[src/logic/interconnect_pkg.sv]
package interconnect_pkg;

    // Bus geometry
    localparam int WB_ADDR_W   = 24;
    localparam int WB_DATA_W   = 16;
    localparam int WB_SEL_BITS = 2;

    // RAM windows
    localparam logic [WB_ADDR_W-1:0] NE_INTMEM_BEGIN = 24'h7ffe00;
    localparam logic [WB_ADDR_W-1:0] E_PROG_START    = 24'h800000;
    localparam logic [WB_ADDR_W-1:0] E_MEM_START     = 24'h100000;
    localparam logic [WB_ADDR_W-1:0] INTMEM_SIZE     = 24'h100;

    // Word index width inside one RAM window
    localparam int IRAM_AW = $clog2(INTMEM_SIZE);

    // Register addresses
    localparam logic [WB_ADDR_W-1:0] CLK_DIV_ADDR  = 24'h001001;
    localparam logic [WB_ADDR_W-1:0] GPIO_OUT_ADDR = 24'h001010;
    localparam logic [WB_ADDR_W-1:0] GPIO_DIR_ADDR = 24'h001011;
    localparam logic [WB_ADDR_W-1:0] GPIO_IN_ADDR  = 24'h001012;

    localparam int GPIO_N    = 8;
    localparam int CLK_DIV_W = 4;

    typedef enum logic [1:0] {
        TGT_IRAM,
        TGT_GPIO,
        TGT_CLKDIV,
        TGT_NONE
    } wb_target_e;

endpackage

[src/logic/wb_bus_if.sv]
interface wb_bus_if;
    import interconnect_pkg::*;

    logic                   cyc;
    logic                   stb;
    logic                   we;
    logic [WB_ADDR_W-1:0]   adr;
    logic [WB_SEL_BITS-1:0] sel;
    logic [WB_DATA_W-1:0]   dat_w;
    logic [WB_DATA_W-1:0]   dat_r;
    logic                   ack;
    logic                   err;

    modport master (
        output cyc, stb, we, adr, sel, dat_w,
        input  dat_r, ack, err
    );

    modport slave (
        input  cyc, stb, we, adr, sel, dat_w,
        output dat_r, ack, err
    );

endinterface

[src/logic/wb_iram.sv]
module wb_iram (
    input  logic    i_core_clock,
    input  logic    i_core_reset,
    wb_bus_if.slave i_bus
);
    import interconnect_pkg::*;

    logic [WB_DATA_W-1:0] mem [0:(1 << IRAM_AW)-1];
    logic [IRAM_AW-1:0]   idx;
    logic                 access;
    logic                 ack_q;
    logic [WB_DATA_W-1:0] rd_q;

    assign idx    = i_bus.adr[IRAM_AW-1:0];
    // No new access in the ack cycle
    assign access = i_bus.cyc & i_bus.stb & ~ack_q;

    always_ff @(posedge i_core_clock) begin
        if (access && i_bus.we) begin
            for (int b = 0; b < WB_SEL_BITS; b++) begin
                if (i_bus.sel[b]) begin
                    mem[idx][b*8 +: 8] <= i_bus.dat_w[b*8 +: 8];
                end
            end
        end
        rd_q <= mem[idx];
    end

    always_ff @(posedge i_core_clock) begin
        if (i_core_reset) begin
            ack_q <= 1'b0;
        end else begin
            ack_q <= access;
        end
    end

    assign i_bus.ack   = ack_q;
    assign i_bus.err   = 1'b0;
    assign i_bus.dat_r = rd_q;

endmodule

[src/flat_wrapper.sv]
// flat-port wrapper written by rule: the top's interface ports become plain ports
module wb_iram_flat import interconnect_pkg::*;
  (i_core_clock, i_core_reset, i_bus_cyc, i_bus_stb, i_bus_we, i_bus_adr, i_bus_sel, i_bus_dat_w, i_bus_dat_r, i_bus_ack, i_bus_err);
  wb_bus_if i_bus_i ();
  input  logic i_core_clock;
  input  logic i_core_reset;
  input wire logic [$bits(i_bus_i.cyc)-1:0] i_bus_cyc;
  input wire logic [$bits(i_bus_i.stb)-1:0] i_bus_stb;
  input wire logic [$bits(i_bus_i.we)-1:0] i_bus_we;
  input wire logic [$bits(i_bus_i.adr)-1:0] i_bus_adr;
  input wire logic [$bits(i_bus_i.sel)-1:0] i_bus_sel;
  input wire logic [$bits(i_bus_i.dat_w)-1:0] i_bus_dat_w;
  output wire logic [$bits(i_bus_i.dat_r)-1:0] i_bus_dat_r;
  output wire logic [$bits(i_bus_i.ack)-1:0] i_bus_ack;
  output wire logic [$bits(i_bus_i.err)-1:0] i_bus_err;
  assign i_bus_i.cyc = i_bus_cyc;
  assign i_bus_i.stb = i_bus_stb;
  assign i_bus_i.we = i_bus_we;
  assign i_bus_i.adr = i_bus_adr;
  assign i_bus_i.sel = i_bus_sel;
  assign i_bus_i.dat_w = i_bus_dat_w;
  assign i_bus_dat_r = i_bus_i.dat_r;
  assign i_bus_ack = i_bus_i.ack;
  assign i_bus_err = i_bus_i.err;
  wb_iram u_core (.i_core_clock(i_core_clock), .i_core_reset(i_core_reset), .i_bus(i_bus_i));
endmodule
[config.mk]
export PLATFORM = sky130hd
export DESIGN_NAME = wb_iram_flat
export DESIGN_NICKNAME = d
export VERILOG_FILES = /design/src/logic/interconnect_pkg.sv /design/src/logic/wb_bus_if.sv /design/src/logic/wb_iram.sv /design/src/flat_wrapper.sv
export SDC_FILE = /design/constraint.sdc
export NUM_CORES = 2
export LEC_CHECK = 0
export BUFFER_PORTS_ARGS = -buffer_cell sky130_fd_sc_hd__buf_2
export CAP_MARGIN = 20
export CORE_MARGIN = 2
export CORE_UTILIZATION = 65
export CTS_CLUSTER_DIAMETER = 50
export DETAILED_ROUTE_END_ITERATION = 10
export GPL_ROUTABILITY_DRIVEN = 0
export GPL_TIMING_DRIVEN = 1
export HOLD_SLACK_MARGIN = 0.12
export PLACE_DENSITY_LB_ADDON = 0.08
export SYNTH_ARGS = -nofsm -noshare
export SYNTH_HDL_FRONTEND = slang
export SYNTH_SLANG_ARGS = --single-unit
[constraint.sdc]
create_clock -name i_core_clock -period 5 [get_ports i_core_clock]
set_input_delay 0.25 -clock i_core_clock [delete_from_list [all_inputs] [get_ports i_core_clock]]
set_output_delay 0.25 -clock i_core_clock [all_outputs]
set_load 0.03 [all_outputs]
# ---- Yosys cells after proc, flatten, opt, wreduce, memory -nomap -nowiden
# Memories as Yosys holds them, arrays and structs flattened. A register that Yosys moved wholly into a read port is not among the register bits.
# Cells that the tools add are included.
# W data, S select, Z words.
dict set report classes {
  n_mux 6
  reduce_logical 1
  bitwise 3
}
# cell n
set op_table {}
lappend op_table {{$mux W1} 6}
lappend op_table {{$and A1 B1 Y1} 2}
lappend op_table {{$logic_and A1 B1 Y1} 1}
lappend op_table {{$not A1 Y1} 1}
dict set report totals {
  regBits 1
  ramBits 4096
  n_memories 1
}
# name words width rd rd_ports_with_merged_regs wr line_no
set mem_list {}
lappend mem_list {u_core.mem 256 16 1 1 1 wb_iram.sv:8} ;# logic [WB_DATA_W-1:0] mem [0:(1 << IRAM_AW)-1];

# ---- Depth between registers and ports, before layout
dict set report depth {
  ltp_word 5
  ltp_mapped 9
  depth_no_buf 5
}

# ---- Worst setup path before layout
# No wires, ideal clock.
dict set report synth_timing {
  path_type {input port to flip-flop}
  from {in i_bus_adr[1]}
  to {mem u_core.mem[176][10], enable pin}
  stages 8
  n_path_buf 5
  path_slack_ns 2.510
  t_arrival_ns 2.120
  cell_sequence {buf_2 > buf_2 > buf_2 > buf_1 > nor2_1 > nand3_1 > clkbuf_1 > nor2_1}
}
# element line_no
set synth_lines {}
lappend synth_lines {{start: declaration} flat_wrapper.sv:10} ;# input wire logic [$bits(i_bus_i.adr)-1:0] i_bus_adr;
lappend synth_lines {{end: declaration} wb_iram.sv:8}
# No word-level cell before the write port.

# ---- Final worst setup path
dict set report layout_timing {
  from {reg u_core.ack_q, in the netlist u_core.i_bus.ack}
  to {mem u_core.mem[122][1], enable pin}
}
dict set report layout_via {
  elab_chain_len 5
}
# element line_no
set layout_lines {}
lappend layout_lines {{start: declaration} wb_iram.sv:11} ;# logic ack_q;
lappend layout_lines {{start signal: assignment} wb_iram.sv:33} ;# ack_q <= access;
lappend layout_lines {{$not A1 Y1} wb_iram.sv:16} ;# assign access = i_bus.cyc & i_bus.stb & ~ack_q;
lappend layout_lines {{$and A1 B1 Y1} wb_iram.sv:16}
lappend layout_lines {{$logic_and A1 B1 Y1} wb_iram.sv:19} ;# if (access && i_bus.we) begin
lappend layout_lines {{$mux W1} wb_iram.sv:19}
lappend layout_lines {{$mux W1 (implied by the code)} wb_iram.sv:22} ;# mem[idx][b*8 +: 8] <= i_bus.dat_w[b*8 +: 8];
# No other way between the ends.

==> results_dict.tcl <==
set metrics [dict create \
    cts-htree-levels 5 \
    wl_per_cell_um 34.2 \
    endpoint_kind "flop" \
    max-clock-path-buffers 4 \
    ant_nets 0 \
    reg2reg_to "u_core.mem[122][1]" \
    hold_violations 0 \
    die_x_um 495 \
    rows 180 \
    crit_type "reg -> reg" \
    crit_top_cell "nor2_1" \
    slew_violations 0 \
    cp_slowest_cell "nor2_1" \
    io_buffer_count 47 \
    dieArea_sq_um 245000 \
    synth_top_area_share_pct 78.6 \
    hold_path_class "in -> reg" \
    ys_types 23 \
    crit_chain "nor2_1, and3_1, buf_4, nand4_1, nor2_1" \
    reg2reg_slack_ps 1420 \
    rsz0062_at_grt "false" \
    crit_fanout 16 \
    io_pins 65 \
    tightest_slew_ps 1300 \
    ir_drop_v 0.000464 \
    synth-xor-area-share_pct 0 \
    core_sq_um 240000 \
    numCtsBuffers 426 \
    p_leak_nw 53.5 \
    avgSynthCellArea_sq_um 22.2 \
    grtUsageTotal_pct 30.6 \
    drt_first_pass_iters 8 \
    cp.depth 5 \
    synth_top_family_by_area "multiplexers" \
    clock-sinks 4113 \
    p_per_area_nw_per_um2 411 \
    fin_skew_ps 34.8 \
    drtIter0Drc 10600 \
    yosysSeqAreaShare_pct 78.8 \
    critPathTopFamily "simple AND/OR/NAND/NOR gates" \
    fp.dieH_um 495 \
    syn2layout_area_growth_pct 12.1 \
    layout.nets 7354 \
    grt_pass1_vias 75800 \
    hold_end "u_core.mem[112][2]" \
    relSlewSlack_pct 13.4 \
    post-route-period-util_pct 71.7 \
    period_needed_ps 3580 \
    max_freq_ghz 0.279 \
    post_cts_buffers 0 \
    synth_area_leaders "edfxtp_1, mux4_2, a22oi_1" \
    grt_pass1_wl_mm 535 \
    ctsHoldBuffers 25 \
    drc_errors 0 \
    setup-violations-final 0 \
    status "finished clean" \
    finalWirelength_mm 371 \
    antenna_found_initial 17 \
    timing.final.ws_setup_ps 1420 \
    cts_tree "built" \
    synth_fp_nets 7090 \
    dp_hpwl_mm 210 \
    crit_path_start_kind "flop" \
    place_ws_ps 950 \
    grt_max_degree 208 \
    layout-drive-gt1-share_pct 25.5 \
    vias 75900 \
    finalSetupTns_ps 0 \
    worstPathRequired_ps 5590 \
    vias_per_cell 7.00 \
    synth-simple-area-share_pct 1.56 \
    drv_cap 0 \
    synth_mux_area_share_pct 14.7 \
    rr_startpoint "u_core.i_bus.ack" \
    gr-total-overflow 0 \
    cts_root_buf "clkbuf_16" \
    synth_cells 7043 \
    path_clk_slew_ps 60 \
    hp-start "i_bus_dat_w[2]" \
    worstPathArrival_ps 4180 \
    cts.repair.resized 0 \
    start_util_pct 65.2 \
    synthesis.area_sq_um 156000 \
    min_path_cells 2 \
    critPathMaxStageDelay_ps 1090 \
    worstSkewPairLatency_ps 1000 \
    r2r_cells 5 \
    ys_ff_latch 4113 \
    synthAdderAreaFrac_pct 0 \
    yosysWarnings 0 \
    crit_buf_inv 1 \
    synth_compound_area_share_pct 3.63 \
    synth_area_leader_cell "edfxtp_1" \
]
-- synth_stat cells (all sizes together) --
| library cell | number |
|---|---|
| edfxtp | 4096 |
| mux4 | 1024 |
| nor2 | 517 |
| a22oi | 512 |
| clkbuf | 286 |
| a21oi | 256 |
| buf | 172 |
| o41ai | 64 |
| nand3 | 32 |
| nand2 | 26 |
| nand4 | 23 |
| dfxtp | 17 |
| nor2b | 8 |
| nand2b | 3 |
| and2 | 2 |
| and3 | 2 |
| conb | 1 |
| nor3 | 1 |
| or2 | 1 |
-- state kept, by name, indices dropped and copies added, names as in the netlist --
name	cells
u_core.i_bus.ack	1
u_core.i_bus.dat_r	16
u_core.mem	4096
-- worst max-delay path by stage --
| stage | slack (ps) | to | start |
|---|---|---|---|
| after floorplan | 2510 | u_core.mem[176][10] | i_bus_adr[1] |
| after global placement | 1000 | u_core.i_bus.dat_r[13] | i_bus_adr[0] |
| after detailed placement | 950 | u_core.i_bus.dat_r[13] | i_bus_adr[0] |
| after CTS | 1290 | u_core.mem[55][3] | u_core.i_bus.ack |
| after global routing | 1330 | u_core.mem[122][1] | u_core.i_bus.ack |
| final | 1420 | u_core.mem[122][1] | u_core.i_bus.ack |
-- power breakdown --
group / internal, W / total, W / switching (W)
combinational: 0.00109 / 0.00312 / 0.00203
clock: 0.0182 / 0.0310 / 0.0129
sequential: 0.0379 / 0.0380 / 0.0000377
total: 0.0572 / 0.0721 / 0.0149
-- layout make-up --
type                    instances  area [sq um]
diodes                         11          27.5
clock buffers                 503         11100
clock inverters               261          2570
fillers                     13300         64400
multi-input cells            2472         31500
flip-flops and latches       4113        123000
well taps                    3185          3990
repair buffers                294          2990
-- cells by family (layout without fill, tap and decap cells) --
| kind of cell | count (synthesis) | in the layout |
|---|---|---|
| flops | 4113 | 4113 |
| compound gates | 832 | 832 |
| mux | 1024 | 1024 |
| other cells | 1 | 12 |
| simple gates | 615 | 615 |
| buf+inv | 458 | 1058 |
-- through the flow --
stage | std cells | instance area (sq um) | hold WS [ps] | util [%] | total power, W
floorplan | 7043 | 156000 | 327 | - | 0.0403
global placement | 10000 | 161000 | 431 | 67.3 | 0.0417
detailed placement | 10000 | 161000 | 420 | 67.3 | 0.0418
CTS | 10800 | 175000 | 269 | 73.1 | 0.0724
global route | 10800 | 175000 | 297 | 73.1 | 0.0738
finish | 10800 | 175000 | 330 | 73.1 | 0.0721
-- layout by cell type, fill, tap and decap left out, drive strengths merged --
master | Yosys | routed
edfxtp | 4096 | 4096
mux4 | 1024 | 1024
nor2 | 517 | 517
a22oi | 512 | 512
clkbuf | 286 | 511
buf | 172 | 261
a21oi | 256 | 256
clkinv | 0 | 172
o41ai | 64 | 64
bufinv | 0 | 46
nand3 | 32 | 32
clkinvlp | 0 | 27
nand2 | 26 | 26
dlygate4sd3 | 0 | 25
nand4 | 23 | 23
dfxtp | 17 | 17
inv | 0 | 16
diode | 0 | 11
nor2b | 8 | 8
nand2b | 3 | 3
and3 | 2 | 2
and2 | 2 | 2
or2 | 1 | 1
nor3 | 1 | 1
conb | 1 | 1
-- layer usage --
metal	vias to the layer above	routed length, um	global-route usage [%]
met5	-	29	0
li1	30500	-	-
met2	4409	178000	46.9
met4	4	10300	8.87
met1	40300	143000	45.0
met3	689	39900	7.56
Note: power is estimated with default switching activity, not from simulation.
