==> config.mk <==
export PLATFORM = sky130hd
export DESIGN_NAME = clk_div
export DESIGN_NICKNAME = d
export VERILOG_FILES = /design/src/logic/interconnect_pkg.sv /design/src/logic/clk_div.sv
export SDC_FILE = /design/constraint.sdc
export NUM_CORES = 1
export LEC_CHECK = 0
export BUFFER_PORTS_ARGS = -buffer_cell sky130_fd_sc_hd__buf_2
export CORE_AREA = 2 2 39 41
export DETAILED_ROUTE_END_ITERATION = 12
export DIE_AREA = 0 0 41 43
export PLACE_DENSITY = 0.46
export SKIP_CTS_REPAIR_TIMING = 1
export SYNTH_ARGS = -nofsm -noshare
export SYNTH_HDL_FRONTEND = slang
export SYNTH_SLANG_ARGS = --single-unit
export TNS_END_PERCENT = 20
==> constraint.sdc <==
create_clock -name i_core_clock -period 2.56 [get_ports i_core_clock]
set_clock_uncertainty 0.05 [all_clocks]
set_input_delay 0.384 -clock i_core_clock [delete_from_list [all_inputs] [get_ports i_core_clock]]
set_output_delay 0.384 -clock i_core_clock [all_outputs]
set_load 0.02 [all_outputs]
==> src/logic/interconnect_pkg.sv <==
package interconnect_pkg;

    // Bus geometry
    localparam int WB_ADDR_W   = 24;
    localparam int WB_DATA_W   = 16;
    localparam int WB_SEL_BITS = 2;

    // RAM windows
    localparam logic [WB_ADDR_W-1:0] NE_INTMEM_BEGIN = 24'h7ffe00;
    localparam logic [WB_ADDR_W-1:0] E_PROG_START    = 24'h800000;
    localparam logic [WB_ADDR_W-1:0] E_MEM_START     = 24'h100000;
    localparam logic [WB_ADDR_W-1:0] INTMEM_SIZE     = 24'h100;

    // Word index width inside one RAM window
    localparam int IRAM_AW = $clog2(INTMEM_SIZE);

    // Register addresses
    localparam logic [WB_ADDR_W-1:0] CLK_DIV_ADDR  = 24'h001001;
    localparam logic [WB_ADDR_W-1:0] GPIO_OUT_ADDR = 24'h001010;
    localparam logic [WB_ADDR_W-1:0] GPIO_DIR_ADDR = 24'h001011;
    localparam logic [WB_ADDR_W-1:0] GPIO_IN_ADDR  = 24'h001012;

    localparam int GPIO_N    = 8;
    localparam int CLK_DIV_W = 4;

    typedef enum logic [1:0] {
        TGT_IRAM,
        TGT_GPIO,
        TGT_CLKDIV,
        TGT_NONE
    } wb_target_e;

endpackage

==> src/logic/clk_div.sv <==
module clk_div (
    input  logic i_core_clock,
    input  logic i_core_reset,
    input  logic i_div_we,
    input  logic [interconnect_pkg::CLK_DIV_W-1:0] i_div,
    output logic o_clk
);
    import interconnect_pkg::*;

    logic [CLK_DIV_W-1:0] div_q;
    logic [CLK_DIV_W-1:0] count;

    // o_clk flips every div_q+1 cycles
    always_ff @(posedge i_core_clock) begin
        if (i_core_reset) begin
            div_q <= '0;
            count <= '0;
            o_clk <= 1'b0;
        end else if (i_div_we) begin
            div_q <= i_div;
            count <= '0;
        end else if (count == div_q) begin
            count <= '0;
            o_clk <= ~o_clk;
        end else begin
            count <= count + CLK_DIV_W'(1);
        end
    end

endmodule

# [After elaboration in Yosys (flattened, before gate mapping)]
# Index checks and enable logic that the tools add are counted.
[op_classes] mul=0 eq_ne=1 order_cmp=0 reduce_logical=2 shifts=0 n_div=0 bitwise=2 add_sub_neg=1 mux=0
[ops] op="adder 4 x 1 -> 4 bit, second input constant" count=1
[ops] op="equality test 4 bit" count=1
[ops] op="OR reduction 3 bit" count=1
[ops] op="NOT 1 bit" count=2
[ops] op="AND reduction 2 bit" count=1
[word_totals] latchBits=0 romBits=0 n_memories=0 reg_bits=9 mem_bits_rw=0 input_bits=7

# [Depth between registers and ports, before layout]
# Gate-level depths: netlist of the first run.
[depth] ltp_word=2 mapped_depth=4 ltp_nobuf=4

# [Worst setup path before layout of the first run]
# Ideal clock, no wire load.
[synth_path] path_type="register to register" start="register count[0]" end="register o_clk" setup_time_ns=0.070 t_arrival_ns=1.069 slack_ns=1.371 stages_incl_launch_ff=5 cell_sequence="dfxtp_1 xnor2_2 nand4_1 or3_1 a21oi_1"
[synth_via] elab_chain_len=2
[synth_lines] item="start: declaration" line_no="clk_div.sv:11" text="logic [CLK_DIV_W-1:0] count;"
[synth_lines] item="start signal: assignment" line_no="clk_div.sv:26" text="count <= count + CLK_DIV_W'(1);"
[synth_lines] item="equality test 4 bit" line_no="clk_div.sv:22" text="end else if (count == div_q) begin"
[synth_lines] item="AND reduction 2 bit (no source line)"
[synth_lines] item="end signal: assignment" line_no="clk_div.sv:24" text="o_clk <= ~o_clk;"
[synth_lines] item="end: declaration" line_no="clk_div.sv:6" text="output logic o_clk"
# No other way between the ends.
# A chain may end at the register's enable or synchronous reset.

# [Worst setup path in the final report of the first run]
# Same ends and word-level chain as after synthesis.

==> results of run 1 <==
-- layer usage --
metal  GRT usage, %  vias to the layer above  wire length [um]
met3          1.571                        4                16
met1          10.89                      139               242
met2          15.31                        5               339
li1               -                      141                 -
met4          10.00                        0                26
met5              0                        -                 0
-- worst paths after layout --
kind         slack, ns            endpoint  depth (start not counted)                 from
max               1.23  o_clk$_SDFFE_PP0P_                          4  count[0]$_SDFF_PP0_
min               0.31  o_clk$_SDFFE_PP0P_                          2         i_core_reset
max reg2reg       1.23  o_clk$_SDFFE_PP0P_                          4  count[0]$_SDFF_PP0_
min reg2reg       0.45  o_clk$_SDFFE_PP0P_                          2   o_clk$_SDFFE_PP0P_
-- Yosys cell counts --
library cell	instances	area (um^2)
a21oi_1	1	5.000
and3_2	1	7.510
and3b_2	1	10.01
clkbuf_1	1	3.750
dfxtp_1	9	180.2
ha_1	1	12.51
mux2i_1	4	40.04
nand2_1	1	3.750
nand3_1	1	5.000
nand4_1	1	6.260
nor2_1	7	26.28
o21ai_0	1	5.000
or3_1	1	6.260
xnor2_1	3	26.28
xnor2_2	2	32.53
xor2_1	1	8.760
-- worst reg2reg max path, cell delays in order, from the launching register on --
cell	delay, ns
dfxtp_1	0.41
xnor2_2	0.13
nand4_1	0.17
or3_1	0.35
a21oi_1	0.15
-- cells by family after synthesis --
| family | after synthesis | synth area share [%] |
|---|---|---|
| and+or+nand+nor | 13 | 17.16 |
| AOI/OAI and AO/OA | 2 | 2.638 |
| xor gates and xnor gates | 6 | 17.82 |
| DFF | 9 | 47.52 |
| buffers and inverters | 1 | 0.9891 |
| adders and majority gates | 1 | 3.300 |
| muxes | 4 | 10.56 |
-- report_power, final --
| group | switching, uW | internal, uW |
|---|---|---|
| Clock | 47.6 | 59.9 |
| Combinational | 16.2 | 17.8 |
| Sequential | 6.26 | 147 |
| Total | 70.1 | 225 |
-- per-stage QoR --
step / cells / setup slack (ns) / hold WS [ns] / total power [uW] / utilization, %
6_report: 62 / 1.232 / 0.3139 / 295.0 / 33.00
5_1_grt: 62 / 1.120 / 0.3194 / 310.1 / 33.00
4_1_cts: 62 / 1.227 / 0.3122 / 298.1 / 33.00
3_5_place_dp: 58 / 1.271 / 0.4235 / 190.3 / 31.10
3_3_place_gp: 58 / 1.282 / 0.4277 / 189.2 / 31.10
2_1_floorplan: 36 / 1.371 / 0.4031 / 179.5 / -
-- flip-flops by register name (all words and copies together), names as in the netlist --
| name | flops |
|---|---|
| o_clk | 1 |
| count | 4 |
| div_q | 4 |
-- area by class of cell --
| cell class | instances | area [um^2] |
|---|---|---|
| multi-input cells | 26 | 195.2 |
| fillers | 138 | 927.1 |
| repair buffers | 7 | 35.03 |
| clock buffers | 4 | 26.28 |
| well taps | 16 | 20.02 |
| flip-flops and latches | 9 | 180.2 |
==> results.md, run 1 <==
* Status: completed
* Routed wire length at 625 um
* Share of cells above drive strength 1 at 30.43%
* TritonCTS Sinks at 9
* Synth Cell Area at 379.1 um^2
* Largest net degree at the start of global routing at 8
* Max Slew Vio Count at 0
* Overall die height at 43 um
* Fin Setup TNS at 0 ns
* Initial antenna violation count at 0
* Pwr per Cell Area at 646.0 nW/um^2
* Static leakage at 0.0001943 uW
* DR WL/cell at 10.08 um
* Port Buf Inserts at 7
* Mean post-synth cell area at 10.53 um^2
* RSZ-0062 raised after global routing: no
* Worst-skew pair later-pin latency at 0.26 ns
* Fin area at 456.7 um^2
* Routability congestion estimate at 0.7886
* Post-synthesis net count at 44
* CP cell instances: xnor2_2 -> nand4_1 -> or3_1 -> a21oi_1
* Yosys reg bits at 9
* CTS Buf Count at 3
* Fmax at 0.7528 GHz
* Synth cell types at 16
* CTS Buffer Depth at 2
* Setup violators final at 0
* Worst-path maximum fanout at 5
* Synth Warn # at 0
* Crit path buf inv count at 0
* Hpwl dp at 495.7 um
* Largest vdd supply drop at 0.0003126 V
* Max_cap viols at 0
* Register area share after synthesis at 47.52%
* Critical path arrival at 1.47 ns
* Final hold viol count at 0
* Worst hold path class: input port to flip-flop
* IO Pins at 8
* Fin crit period at 1.328 ns
* Worst-margin pin slew at 0.1805 ns
* Antenna cells at 0
* Crit start category: flip-flop
* Worst setup path class: flip-flop to flip-flop
* Most frequent cells in the layout: 9 x dfxtp_1, 7 x nor2_1, 7 x buf_2, 4 x mux2i_1
* Vias at 289
* Capturing element type of the critical path: flip-flop
* Slowest stage cell, crit path: dfxtp_1
* Area of the core at 1384 um^2
* Number of global-route vias before repair at 285
* First-pass DRT Iterations at 3
* DIE AREA at 1763 um^2
* TritonCTS clock tree: done
* Period utilisation layout at 51.89%
* # DRC at 0
* H-tree levels at 1
* Nets@finish at 55
* Post-detailed-route count of antenna-violating nets at 0
* Clock slew at reported path FFs at 0.06 ns
* Initial Util at 27.40%
* Die width at 41 um
* Num rows at 14
* First-pass GRT wire length at 1.131 mm
* Syn-to-layout area delta at 20.46%
* Max-slew headroom at 87.95%
* Cell area after placement at 430.4 um^2
* Total track usage at 10.12%
* Clock Tree Root: clkbuf_4
* Via/cell ratio at 4.661
* Most common cell after layout, fill and taps aside: dfxtp_1
* Family with the most delay on the worst path: simple AND/OR/NAND/NOR gates
* Post-Synthesis Cells at 36
* Grt ovf at 0
* Initial DRC count at 6
* Crit-path max cell delay at 0.41 ns
* Crit path required time at 2.70 ns
Note: power is estimated with default switching activity, not from simulation.
==> run 2, diff against run 1 <==
clock period = 1.3 ns   (was 2.56 ns; I/O delays follow)
==> run 2 against run 1 <==
Against the previous run: power is 100% higher; clock power grew 110%; register-to-register slack worse by 1.1 ns; fmax up 9.7%; critical path depth is the same; count of clock-buffer cells in the layout unchanged; core utilization rose by 0.99 points; final area is 3.0% higher; cell count up 1.6%; critical path type unchanged.
==> results.md, run 2 (synthesized netlist as in run 1, its figures left out) <==
* Status: completed
* TritonCTS Sinks at 9 (unchanged)
* Placed cells at 59 (+1.7%)
* Fmax at 0.8259 GHz (+9.7%)
* Via/cell ratio at 4.381 (-6.0%)
* Max-slew headroom at 88.24% (+0.29 points)
* Total track usage at 11.26% (+1.1 points)
* First-pass DRT Iterations at 4 (+1)
* Pwr per Cell Area at 1275 nW/um^2 (+97%)
* TritonCTS clock tree: done
* Hold Slack at 0.1059 ns (-0.2080 ns)
* Clock slew at reported path FFs at 0.06 ns (about the same)
* Vias at 276 (-4.5%)
* Setup violators final at 0 (unchanged)
* Family with the most delay on the worst path: simple AND/OR/NAND/NOR gates
* P_int at 451.0 uW (+100%)
* Num rows at 14 (unchanged)
* Fin crit period at 1.211 ns (-0.1175 ns)
* First-pass GRT wire length at 1.221 mm (+8.0%)
* Grt ovf at 0 (unchanged)
* Seq pwr share at 50.6% (-1.4 points)
* IO Pins at 8 (unchanged)
* Initial antenna violation count at 0 (unchanged)
* CTS Buffer Depth at 2 (unchanged)
* Crit-path max cell delay at 0.37 ns (-0.04 ns)
* DIE AREA at 1763 um^2 (unchanged)
* Capturing element type of the critical path: flip-flop
* # DRC at 0 (unchanged)
* Max Slew Vio Count at 0 (unchanged)
* Crit start category: flip-flop
* Die width at 41 um (unchanged)
* CTS Buf Count at 3 (unchanged)
* H-tree levels at 1 (unchanged)
* Area of the core at 1384 um^2 (unchanged)
* Largest net degree at the start of global routing at 8 (unchanged)
* Worst-margin pin slew at 0.1757 ns (-0.004815 ns)
* Initial Util at 27.40% (unchanged)
* Static leakage at 0.0002013 uW (+3.6%)
* Gate power share at 12.4% (+0.9 points)
* Clock power share at 37.0% (+0.5 points)
* Period utilisation layout at 93.14% (+41 points)
* Routed wire length at 651 um (+4.2%)
* Most frequent cells in the layout: 7 x nor2_1, 7 x buf_2, 5 x dfxtp_2, 4 x mux2i_1, 4 x dfxtp_1
* Switching Share at 24.81% (+1.1 points)
* Clock Tree Root: clkbuf_4
* Finished Layout Cells at 63 (+1.6%)
* DR WL/cell at 10.33 um (+2.5%)
* Overall die height at 43 um (unchanged)
* Worst setup path class: flip-flop to flip-flop
* Critical path arrival at 1.36 ns (-0.11 ns)
* Max_cap viols at 0 (unchanged)
* Worst-skew pair later-pin latency at 0.26 ns (about the same)
* Final hold viol count at 0 (unchanged)
* Nets@finish at 56 (+1.8%)
* Slowest stage cell, crit path: dfxtp_1
* Initial DRC count at 8 (+2)
* Number of global-route vias before repair at 294 (+3.2%)
* Fin Setup TNS at 0 ns (unchanged)
* Worst-path maximum fanout at 2 (-3)
* Top Registers: count x4, div_q x4, o_clk x1
* CP cell instances: xnor2_2 -> nand4_1 -> or3_1 -> a21oi_1
* Hpwl dp at 501.6 um (+1.2%)
* Largest vdd supply drop at 0.0004881 V (+56%)
* Routability congestion estimate at 0.8221 (+4.2%)
* Port Buf Inserts at 7 (unchanged)
* Antenna cells at 0 (unchanged)
* Psw at 148.8 uW (+110%)
* Share of cells above drive strength 1 at 42.55% (+12 points)
* Worst hold path class: input port to flip-flop
* RSZ-0062 raised after global routing: no
* Syn-to-layout area delta at 24.09%
* Crit path buf inv count at 0 (unchanged)
* Crit path required time at 1.45 ns (-1.25 ns)
* Post-detailed-route count of antenna-violating nets at 0 (unchanged)
==> run 2: cell count changes in the layout (fill, tap and decap cells not counted) <==
cell     change
buf_4        +1
dfxtp_2      +5
dfxtp_1      -5
==> run 2: path summary, 6_finish.rpt <==
kind	from	slack [ns]	cells past startpoint	endpoint
worst max-delay path	div_q[0]$_SDFFE_PP0P_	0.09	4	o_clk$_SDFFE_PP0P_
worst min-delay path	i_core_reset	0.11	2	div_q[1]$_SDFFE_PP0P_
worst max register to register	div_q[0]$_SDFFE_PP0P_	0.09	4	o_clk$_SDFFE_PP0P_
worst min register to register	o_clk$_SDFFE_PP0P_	0.44	2	o_clk$_SDFFE_PP0P_
==> run 2: layer usage <==
layer | wire length (um) | vias up | global-route usage, % | part of all wire (%)
met3 | 35 | 4 | 6.283 | 5.4
li1 | - | 145 | - | -
met1 | 267 | 122 | 12.62 | 41
met2 | 325 | 5 | 14.37 | 50
met5 | 0 | - | 0 | 0
met4 | 22 | 0 | 10.00 | 3.4
==> run 2: power by group through the flow <==
stage                     Clock (uW)  Sequential, uW  Combinational, uW
final                            222             303               74.4
after floorplan                    0             311               42.7
after detailed placement           0             309               74.7
after global placement             0             308               72.7
after CTS                        230             302               74.9
after global routing             245             305               85.5
==> run 2: area by class of cell <==
class,count,area [um^2]
Fill cell,140,913.4
Timing Repair Buffer,8,42.54
Tap cell,16,20.02
Sequential cell,9,186.4
Clock buffer,4,26.28
Multi-Input combinational cell,26,195.2
==> run 2: through the flow <==
stage	cell area [um^2]	utilization [%]	setup slack (ns)	power (uW)
after detailed placement	437.9	31.65	0.04152	383.5
after global placement	437.9	31.65	0.08383	381.1
after global routing	470.5	34.00	0.001512	636.0
after CTS	464.2	33.54	0.01756	607.2
after floorplan	379.1	-	0.1112	353.4
final	470.5	34.00	0.08916	599.8
