## src/logic/interconnect_pkg.sv

```systemverilog
package interconnect_pkg;

    // Bus geometry
    localparam int WB_ADDR_W   = 24;
    localparam int WB_DATA_W   = 16;
    localparam int WB_SEL_BITS = 2;

    // RAM windows
    localparam logic [WB_ADDR_W-1:0] NE_INTMEM_BEGIN = 24'h7ffe00;
    localparam logic [WB_ADDR_W-1:0] E_PROG_START    = 24'h800000;
    localparam logic [WB_ADDR_W-1:0] E_MEM_START     = 24'h100000;
    localparam logic [WB_ADDR_W-1:0] INTMEM_SIZE     = 24'h100;

    // Word index width inside one RAM window
    localparam int IRAM_AW = $clog2(INTMEM_SIZE);

    // Register addresses
    localparam logic [WB_ADDR_W-1:0] CLK_DIV_ADDR  = 24'h001001;
    localparam logic [WB_ADDR_W-1:0] GPIO_OUT_ADDR = 24'h001010;
    localparam logic [WB_ADDR_W-1:0] GPIO_DIR_ADDR = 24'h001011;
    localparam logic [WB_ADDR_W-1:0] GPIO_IN_ADDR  = 24'h001012;

    localparam int GPIO_N    = 8;
    localparam int CLK_DIV_W = 4;

    typedef enum logic [1:0] {
        TGT_IRAM,
        TGT_GPIO,
        TGT_CLKDIV,
        TGT_NONE
    } wb_target_e;

endpackage

```

## src/logic/wb_bus_if.sv

```systemverilog
interface wb_bus_if;
    import interconnect_pkg::*;

    logic                   cyc;
    logic                   stb;
    logic                   we;
    logic [WB_ADDR_W-1:0]   adr;
    logic [WB_SEL_BITS-1:0] sel;
    logic [WB_DATA_W-1:0]   dat_w;
    logic [WB_DATA_W-1:0]   dat_r;
    logic                   ack;
    logic                   err;

    modport master (
        output cyc, stb, we, adr, sel, dat_w,
        input  dat_r, ack, err
    );

    modport slave (
        input  cyc, stb, we, adr, sel, dat_w,
        output dat_r, ack, err
    );

endinterface

```

## src/logic/wb_gpio.sv

```systemverilog
module wb_gpio (
    input  logic    i_core_clock,
    input  logic    i_core_reset,
    wb_bus_if.slave i_bus,
    input  logic [interconnect_pkg::GPIO_N-1:0] i_gpio_in,
    output logic [interconnect_pkg::GPIO_N-1:0] o_gpio_out,
    output logic [interconnect_pkg::GPIO_N-1:0] o_gpio_dir
);
    import interconnect_pkg::*;

    logic [GPIO_N-1:0]    in_s1;
    logic [GPIO_N-1:0]    in_s2;
    logic                 access;
    logic                 ack_q;
    logic [WB_DATA_W-1:0] rd_q;

    assign access = i_bus.cyc & i_bus.stb & ~ack_q;

    // Pin synchronizer
    always_ff @(posedge i_core_clock) begin
        in_s1 <= i_gpio_in;
        in_s2 <= in_s1;
    end

    always_ff @(posedge i_core_clock) begin
        if (i_core_reset) begin
            o_gpio_out <= '0;
            o_gpio_dir <= '0;
            ack_q      <= 1'b0;
        end else begin
            ack_q <= access;
            if (access && i_bus.we && i_bus.sel[0]) begin
                if (i_bus.adr == GPIO_OUT_ADDR) begin
                    o_gpio_out <= i_bus.dat_w[GPIO_N-1:0];
                end else if (i_bus.adr == GPIO_DIR_ADDR) begin
                    o_gpio_dir <= i_bus.dat_w[GPIO_N-1:0];
                end
            end
        end
    end

    always_ff @(posedge i_core_clock) begin
        if (access) begin
            case (i_bus.adr)
                GPIO_OUT_ADDR: rd_q <= {{(WB_DATA_W-GPIO_N){1'b0}}, o_gpio_out};
                GPIO_DIR_ADDR: rd_q <= {{(WB_DATA_W-GPIO_N){1'b0}}, o_gpio_dir};
                default:       rd_q <= {{(WB_DATA_W-GPIO_N){1'b0}}, in_s2};
            endcase
        end
    end

    assign i_bus.ack   = ack_q;
    assign i_bus.err   = 1'b0;
    assign i_bus.dat_r = rd_q;

endmodule

```

## src/flat_wrapper.sv

```systemverilog
// flat-port wrapper written by rule: the top's interface ports become plain ports
module wb_gpio_flat import interconnect_pkg::*;
  (i_core_clock, i_core_reset, i_gpio_in, o_gpio_out, o_gpio_dir, i_bus_cyc, i_bus_stb, i_bus_we, i_bus_adr, i_bus_sel, i_bus_dat_w, i_bus_dat_r, i_bus_ack, i_bus_err);
  wb_bus_if i_bus_i ();
  input  logic i_core_clock;
  input  logic i_core_reset;
  input  logic [interconnect_pkg::GPIO_N-1:0] i_gpio_in;
  output logic [interconnect_pkg::GPIO_N-1:0] o_gpio_out;
  output logic [interconnect_pkg::GPIO_N-1:0] o_gpio_dir;
  input wire logic [$bits(i_bus_i.cyc)-1:0] i_bus_cyc;
  input wire logic [$bits(i_bus_i.stb)-1:0] i_bus_stb;
  input wire logic [$bits(i_bus_i.we)-1:0] i_bus_we;
  input wire logic [$bits(i_bus_i.adr)-1:0] i_bus_adr;
  input wire logic [$bits(i_bus_i.sel)-1:0] i_bus_sel;
  input wire logic [$bits(i_bus_i.dat_w)-1:0] i_bus_dat_w;
  output wire logic [$bits(i_bus_i.dat_r)-1:0] i_bus_dat_r;
  output wire logic [$bits(i_bus_i.ack)-1:0] i_bus_ack;
  output wire logic [$bits(i_bus_i.err)-1:0] i_bus_err;
  assign i_bus_i.cyc = i_bus_cyc;
  assign i_bus_i.stb = i_bus_stb;
  assign i_bus_i.we = i_bus_we;
  assign i_bus_i.adr = i_bus_adr;
  assign i_bus_i.sel = i_bus_sel;
  assign i_bus_i.dat_w = i_bus_dat_w;
  assign i_bus_dat_r = i_bus_i.dat_r;
  assign i_bus_ack = i_bus_i.ack;
  assign i_bus_err = i_bus_i.err;
  wb_gpio u_core (.i_core_clock(i_core_clock), .i_core_reset(i_core_reset), .i_bus(i_bus_i), .i_gpio_in(i_gpio_in), .o_gpio_out(o_gpio_out), .o_gpio_dir(o_gpio_dir));
endmodule
```

## config.mk

```make
export PLATFORM = sky130hd
export DESIGN_NAME = wb_gpio_flat
export DESIGN_NICKNAME = d
export VERILOG_FILES = /design/src/logic/interconnect_pkg.sv /design/src/logic/wb_bus_if.sv /design/src/logic/wb_gpio.sv /design/src/flat_wrapper.sv
export SDC_FILE = /design/constraint.sdc
export NUM_CORES = 1
export LEC_CHECK = 0
export BUFFER_PORTS_ARGS = -buffer_cell sky130_fd_sc_hd__buf_2
export CAP_MARGIN = 30
export CELL_PAD_IN_SITES_DETAIL_PLACEMENT = 0
export CELL_PAD_IN_SITES_GLOBAL_PLACEMENT = 1
export CORE_AREA = 5 5 83 70
export DETAILED_ROUTE_END_ITERATION = 7
export DIE_AREA = 0 0 88 75
export GPL_ROUTABILITY_DRIVEN = 0
export PLACE_DENSITY_LB_ADDON = 0.1
export SYNTH_ARGS = -nofsm -noshare
export SYNTH_HDL_FRONTEND = slang
export SYNTH_SLANG_ARGS = --single-unit
```

## constraint.sdc

```tcl
create_clock -name i_core_clock -period 3.2 [get_ports i_core_clock]
set_input_delay 0.16 -clock i_core_clock [delete_from_list [all_inputs] [get_ports i_core_clock]]
set_output_delay 0.16 -clock i_core_clock [all_outputs]
set_load 0.01 [all_outputs]
```

* After elaboration in Yosys (flattened, before gate mapping)
Index checks and enable logic that the tools add are counted.
** Cells by class
- Equal/unequal tests :: 2
- Bitwise operators :: 4
- Reductions and logical operators :: 4
- Muxes and demuxes :: 1
** Operator list (number)
- == test 24 x 13 -> 1 bit, second input constant :: 2
- one-hot mux 8 bit (2 select lines) :: 1
- AND reduction 3 bit :: 1
- bitwise AND 1 bit :: 2
- logical AND 1 bit :: 2
- NOT 1 bit :: 2
- AND reduction 2 bit :: 1
** Storage, ports and cells
- Output and inout port bits :: 34
- Flip-flop bits (word level) :: 49
- Input bits :: 55
- Word-level logic and storage cells :: 17

* Depth between registers and ports, before layout
- Depth after elaboration :: 5
- Depth in mapped cells :: 6
- Depth with buffers taken out :: 4

* Least setup slack after synthesis
OpenSTA, ideal clock, no wires.
- Kind :: input-to-reg
- Start :: in i_bus_adr[20]
- End :: reg u_core.rd_q[0], in the netlist u_core.i_bus.dat_r[0] (data pin)
- Setup time :: 0.260 ns
- Slack :: 1.576 ns
- Stages :: 6
- Arrival :: 1.363 ns
- Data required time :: 2.940 ns
- Cells stage by stage :: nor4_2 -> and4_1 -> buf_6 -> and3_4 -> buf_12 -> mux2_4
** On the way
- Word-level cells in the longest chain between the ends :: 2
** Ends and longest elaborated chain
- start, declared :: line flat_wrapper.sv:13 : input wire logic [$bits(i_bus_i.adr)-1:0] i_bus_adr;
- == test 24 x 13 -> 1 bit :: line wb_gpio.sv:44 : case (i_bus.adr)
- one-hot mux 8 bit (2 select lines) * :: line wb_gpio.sv:44
- end signal, assigned :: line wb_gpio.sv:45 : GPIO_OUT_ADDR: rd_q <= {{(WB_DATA_W-GPIO_N){1'b0}}, o_gpio_out};
- end signal, assigned :: line wb_gpio.sv:46 : GPIO_DIR_ADDR: rd_q <= {{(WB_DATA_W-GPIO_N){1'b0}}, o_gpio_dir};
- end signal, assigned :: line wb_gpio.sv:47 : default: rd_q <= {{(WB_DATA_W-GPIO_N){1'b0}}, in_s2};
- end, declared :: line wb_gpio.sv:15 : logic [WB_DATA_W-1:0] rd_q;
Every way passes the cells marked *; elsewhere a longest branch is shown, timed or not.
A chain may end at the register's enable or synchronous reset.

* Worst setup path after layout
- Start :: in i_bus_adr[5]
- End :: reg u_core.rd_q[2], in the netlist u_core.i_bus.dat_r[2] (data pin)
The elaborated chain is that of the path after synthesis.

==> flow_metrics.env <==
export IMPL_status="completed"
export IMPL_reg2regPathDepth=4
export IMPL_cts_sinks=41
export IMPL_cts_made_buffers=5
export IMPL_vias=1354
export IMPL_drv_slew=0
export IMPL_ios=89
export IMPL_cts_tree="done"
export IMPL_syn_inst=142
export IMPL_grt_max_degree=18
export IMPL_hpwl_mm=3.27
export IMPL_drt_first_pass_iters=4
export IMPL_critPathArrivalTime_ns=1.97
export IMPL_viasPerCell=4.87
export IMPL_track_usage_pct=14.2
export IMPL_rsz0062_at_grt="false"
export IMPL_cp_slowest_cell="and4_1"
export IMPL_reg2reg_to="u_core.o_gpio_dir[0]$_SDFFE_PP0P_"
export IMPL_cts_max_level=2
export IMPL_slew_headroom_pct=54.9
export IMPL_setup_worst_path_start_class="primary input"
export IMPL_ys_ff_latch=41
export IMPL_vdd_drop_max_v=0.000243
export IMPL_hold_depth=3
export IMPL_synth_compound_area_share_pct=9.72
export IMPL_port_buffers=70
export IMPL_utilization_pct=44.3
export IMPL_hold_end="u_core.o_gpio_out[0]$_SDFFE_PP0P_"
export IMPL_drc=0
export IMPL_cellPowerDensity_mw_per_mm2=473
export IMPL_first_global_vias=1380
export IMPL_crit_type="primary input to flip-flop"
export IMPL_drive_gt1_share_pct=45.8
export IMPL_num_rows=23
export IMPL_clockBufferDepth=2
export IMPL_path_max_fanout=17
export IMPL_mostFrequentLayoutCells="70 x buf_2, 33 x dfxtp_1, 16 x o21ai_0, 16 x nand3_1, 16 x a21oi_1"
export IMPL_routed_wl_mm=4.49
export IMPL_min_path_type="primary input to flip-flop"
export IMPL_grt_pass1_wl_mm=6.90
export IMPL_post_route_period_util_pct=60.4
export IMPL_clock_latency_ns=0.29
export IMPL_start_util_pct=33.9
export IMPL_timing_max_cap_violations=0
export IMPL_max_stage_delay_ns=0.68
export IMPL_syn_to_final_growth_pct=30.8
export IMPL_r2r_slack_ns=1.27
export IMPL_tightest_slew_ns=0.677
export IMPL_cp_cell_sequence="buf_2, nor4b_2, and4_1, and3_4, mux2_4"
export IMPL_hold_viol_final=0
export IMPL_timing_hold_ws_ns=0.134
export IMPL_antenna_cells=0
export IMPL_grt_ovfl_total=0
export IMPL_final_common_cell="buf_2"
export IMPL_hold_start="i_bus_dat_w[0]"
export IMPL_end_kind="flip-flop"
export IMPL_antenna_found_initial=0
export IMPL_die_area_mm2=0.00660
export IMPL_synthXorXnorAreaFrac_pct=0
export IMPL_fin_skew_ns=0.00542
export IMPL_setup_violations=0
export IMPL_cts_root_buffer="clkbuf_8"
export IMPL_fmax_mhz=517
export IMPL_synth_cell_area_mm2=0.00165
export IMPL_synth_top_family_by_area="simple AND/OR/NAND/NOR gates"
export IMPL_synth_cell_types=23
export IMPL_cp_data_required_time_ns=3.24
export IMPL_clkTransAtPathRegs_ns=0.08
export IMPL_fin_tns_setup_ns=0
export IMPL_routedWlPerCell_um=16.2
export IMPL_ys_warn_count=0
export IMPL_cts_resized=0
export IMPL_yosys_area_share_adder_pct=0
export IMPL_r2r_start="u_core.i_bus.ack$_SDFF_PP0_"
export IMPL_p_leak_uw=0.000942
export IMPL_drt_iter0_markers=45
export IMPL_min_period_ns=1.93
export IMPL_synthMuxAreaShare_pct=12.8
export IMPL_avgSynthCellArea_um2=11.6
export IMPL_synthSimpleGateAreaFrac_pct=14.5
export IMPL_postRouteAntennaNets=0
export IMPL_core_area_mm2=0.00486
export IMPL_nets=271
export IMPL_die_x_um=88
export IMPL_seq_area_frac_synth_pct=54.7
export IMPL_die_y_um=75
==> flip-flops by register name (all words and copies together), names as in the netlist <==
register	flops
u_core.i_bus.ack	1
u_core.in_s1	8
u_core.i_bus.dat_r	8
u_core.o_gpio_dir	8
u_core.o_gpio_out	8
u_core.in_s2	8
==> cells in the mapped netlist <==
master	number	area [um2]
nor3_1	1	5.00
o21ai_0	16	80.1
nand3_1	16	80.1
mux2_2	8	90.1
mux2_4	8	120
nor4b_2	2	30.0
nand4_1	3	18.8
buf_2	4	20.0
dfxtp_1	33	661
edfxtp_1	8	240
buf_12	1	20.0
clkbuf_1	3	11.3
buf_4	9	67.6
and4_1	3	26.3
a21oi_1	16	80.1
and3_1	1	6.26
nor4_2	3	37.5
buf_6	1	11.3
and3_4	1	11.3
nor2b_1	1	6.26
and3b_1	2	17.5
conb_1	1	3.75
buf_1	1	3.75
==> through the flow <==
step | worst slack [ns] | instance area, um2 | total power, uW | instances
after global routing | 1.07 | 2160 | 1060 | 278
after CTS | 1.25 | 2160 | 1030 | 278
after floorplan | 1.58 | 1680 | 596 | 150
final | 1.27 | 2160 | 1020 | 278
after global placement | 1.03 | 1970 | 626 | 263
after detailed placement | 0.975 | 1970 | 629 | 263
==> final cells by class <==
cell class | count | area (um2)
clock buffer | 5 | 68.8
clock inverter | 2 | 35.0
fill | 484 | 2710
multi-input combinational | 90 | 643
sequential | 41 | 901
tap | 62 | 77.6
timing repair buffer | 78 | 430
==> worst max path at each step <==
stage,startpoint,endpoint,slack (ns),depth (start not counted)
after floorplan,i_bus_adr[20],u_core.i_bus.dat_r[0]$_DFFE_PN_,1.58,6
after global placement,i_bus_adr[14],u_core.i_bus.dat_r[4]$_DFFE_PN_,1.03,5
after detailed placement,i_bus_adr[14],u_core.i_bus.dat_r[6]$_DFFE_PN_,0.98,5
after CTS,u_core.i_bus.ack$_SDFF_PP0_,u_core.o_gpio_dir[0]$_SDFFE_PP0P_,1.25,4
after global routing,u_core.i_bus.ack$_SDFF_PP0_,u_core.o_gpio_dir[4]$_SDFFE_PP0P_,1.07,4
final,i_bus_adr[5],u_core.i_bus.dat_r[2]$_DFFE_PN_,1.27,5
==> logic make-up (layout without fill, tap and decap cells) <==
kind of cell | after synthesis | count (layout)
AOI/OAI and AO/OA | 32 | 32
DFF | 41 | 41
and+or+nand+nor | 33 | 33
buffers and inverters | 19 | 85
other | 1 | 9
muxes | 16 | 16
==> timing repair <==
item / CTS / global route
hold buffers: 8 / 0
setup endpoints to repair: 0 / 0
setup buffers: 0 / 0
endpoints found under the hold margin: 8 / 0
==> where the power goes <==
group / total [uW] / internal [uW] / switching (uW)
Clock: 395 / 227 / 169
Sequential: 548 / 544 / 3.92
Combinational: 76.5 / 41.2 / 35.3
==> critical path: cells and delay by family <==
| kind | cells | cell delay, ns |
|---|---|---|
| buf+inv | 1 | 0.10 |
| mux | 1 | 0.31 |
| simple gates | 3 | 1.39 |
==> metal layers <==
layer | vias up | wire [um] | GRT usage [%] | part of all wire (%)
met2 | 57 | 2210 | 25.2 | 49
li1 | 646 | - | - | -
met4 | 0 | 42 | 4.43 | 0.93
met5 | - | 0 | 0 | 0
met3 | 5 | 390 | 3.83 | 8.7
met1 | 646 | 1850 | 16.9 | 41
No activity file was read; power rests on OpenSTA's default activity.
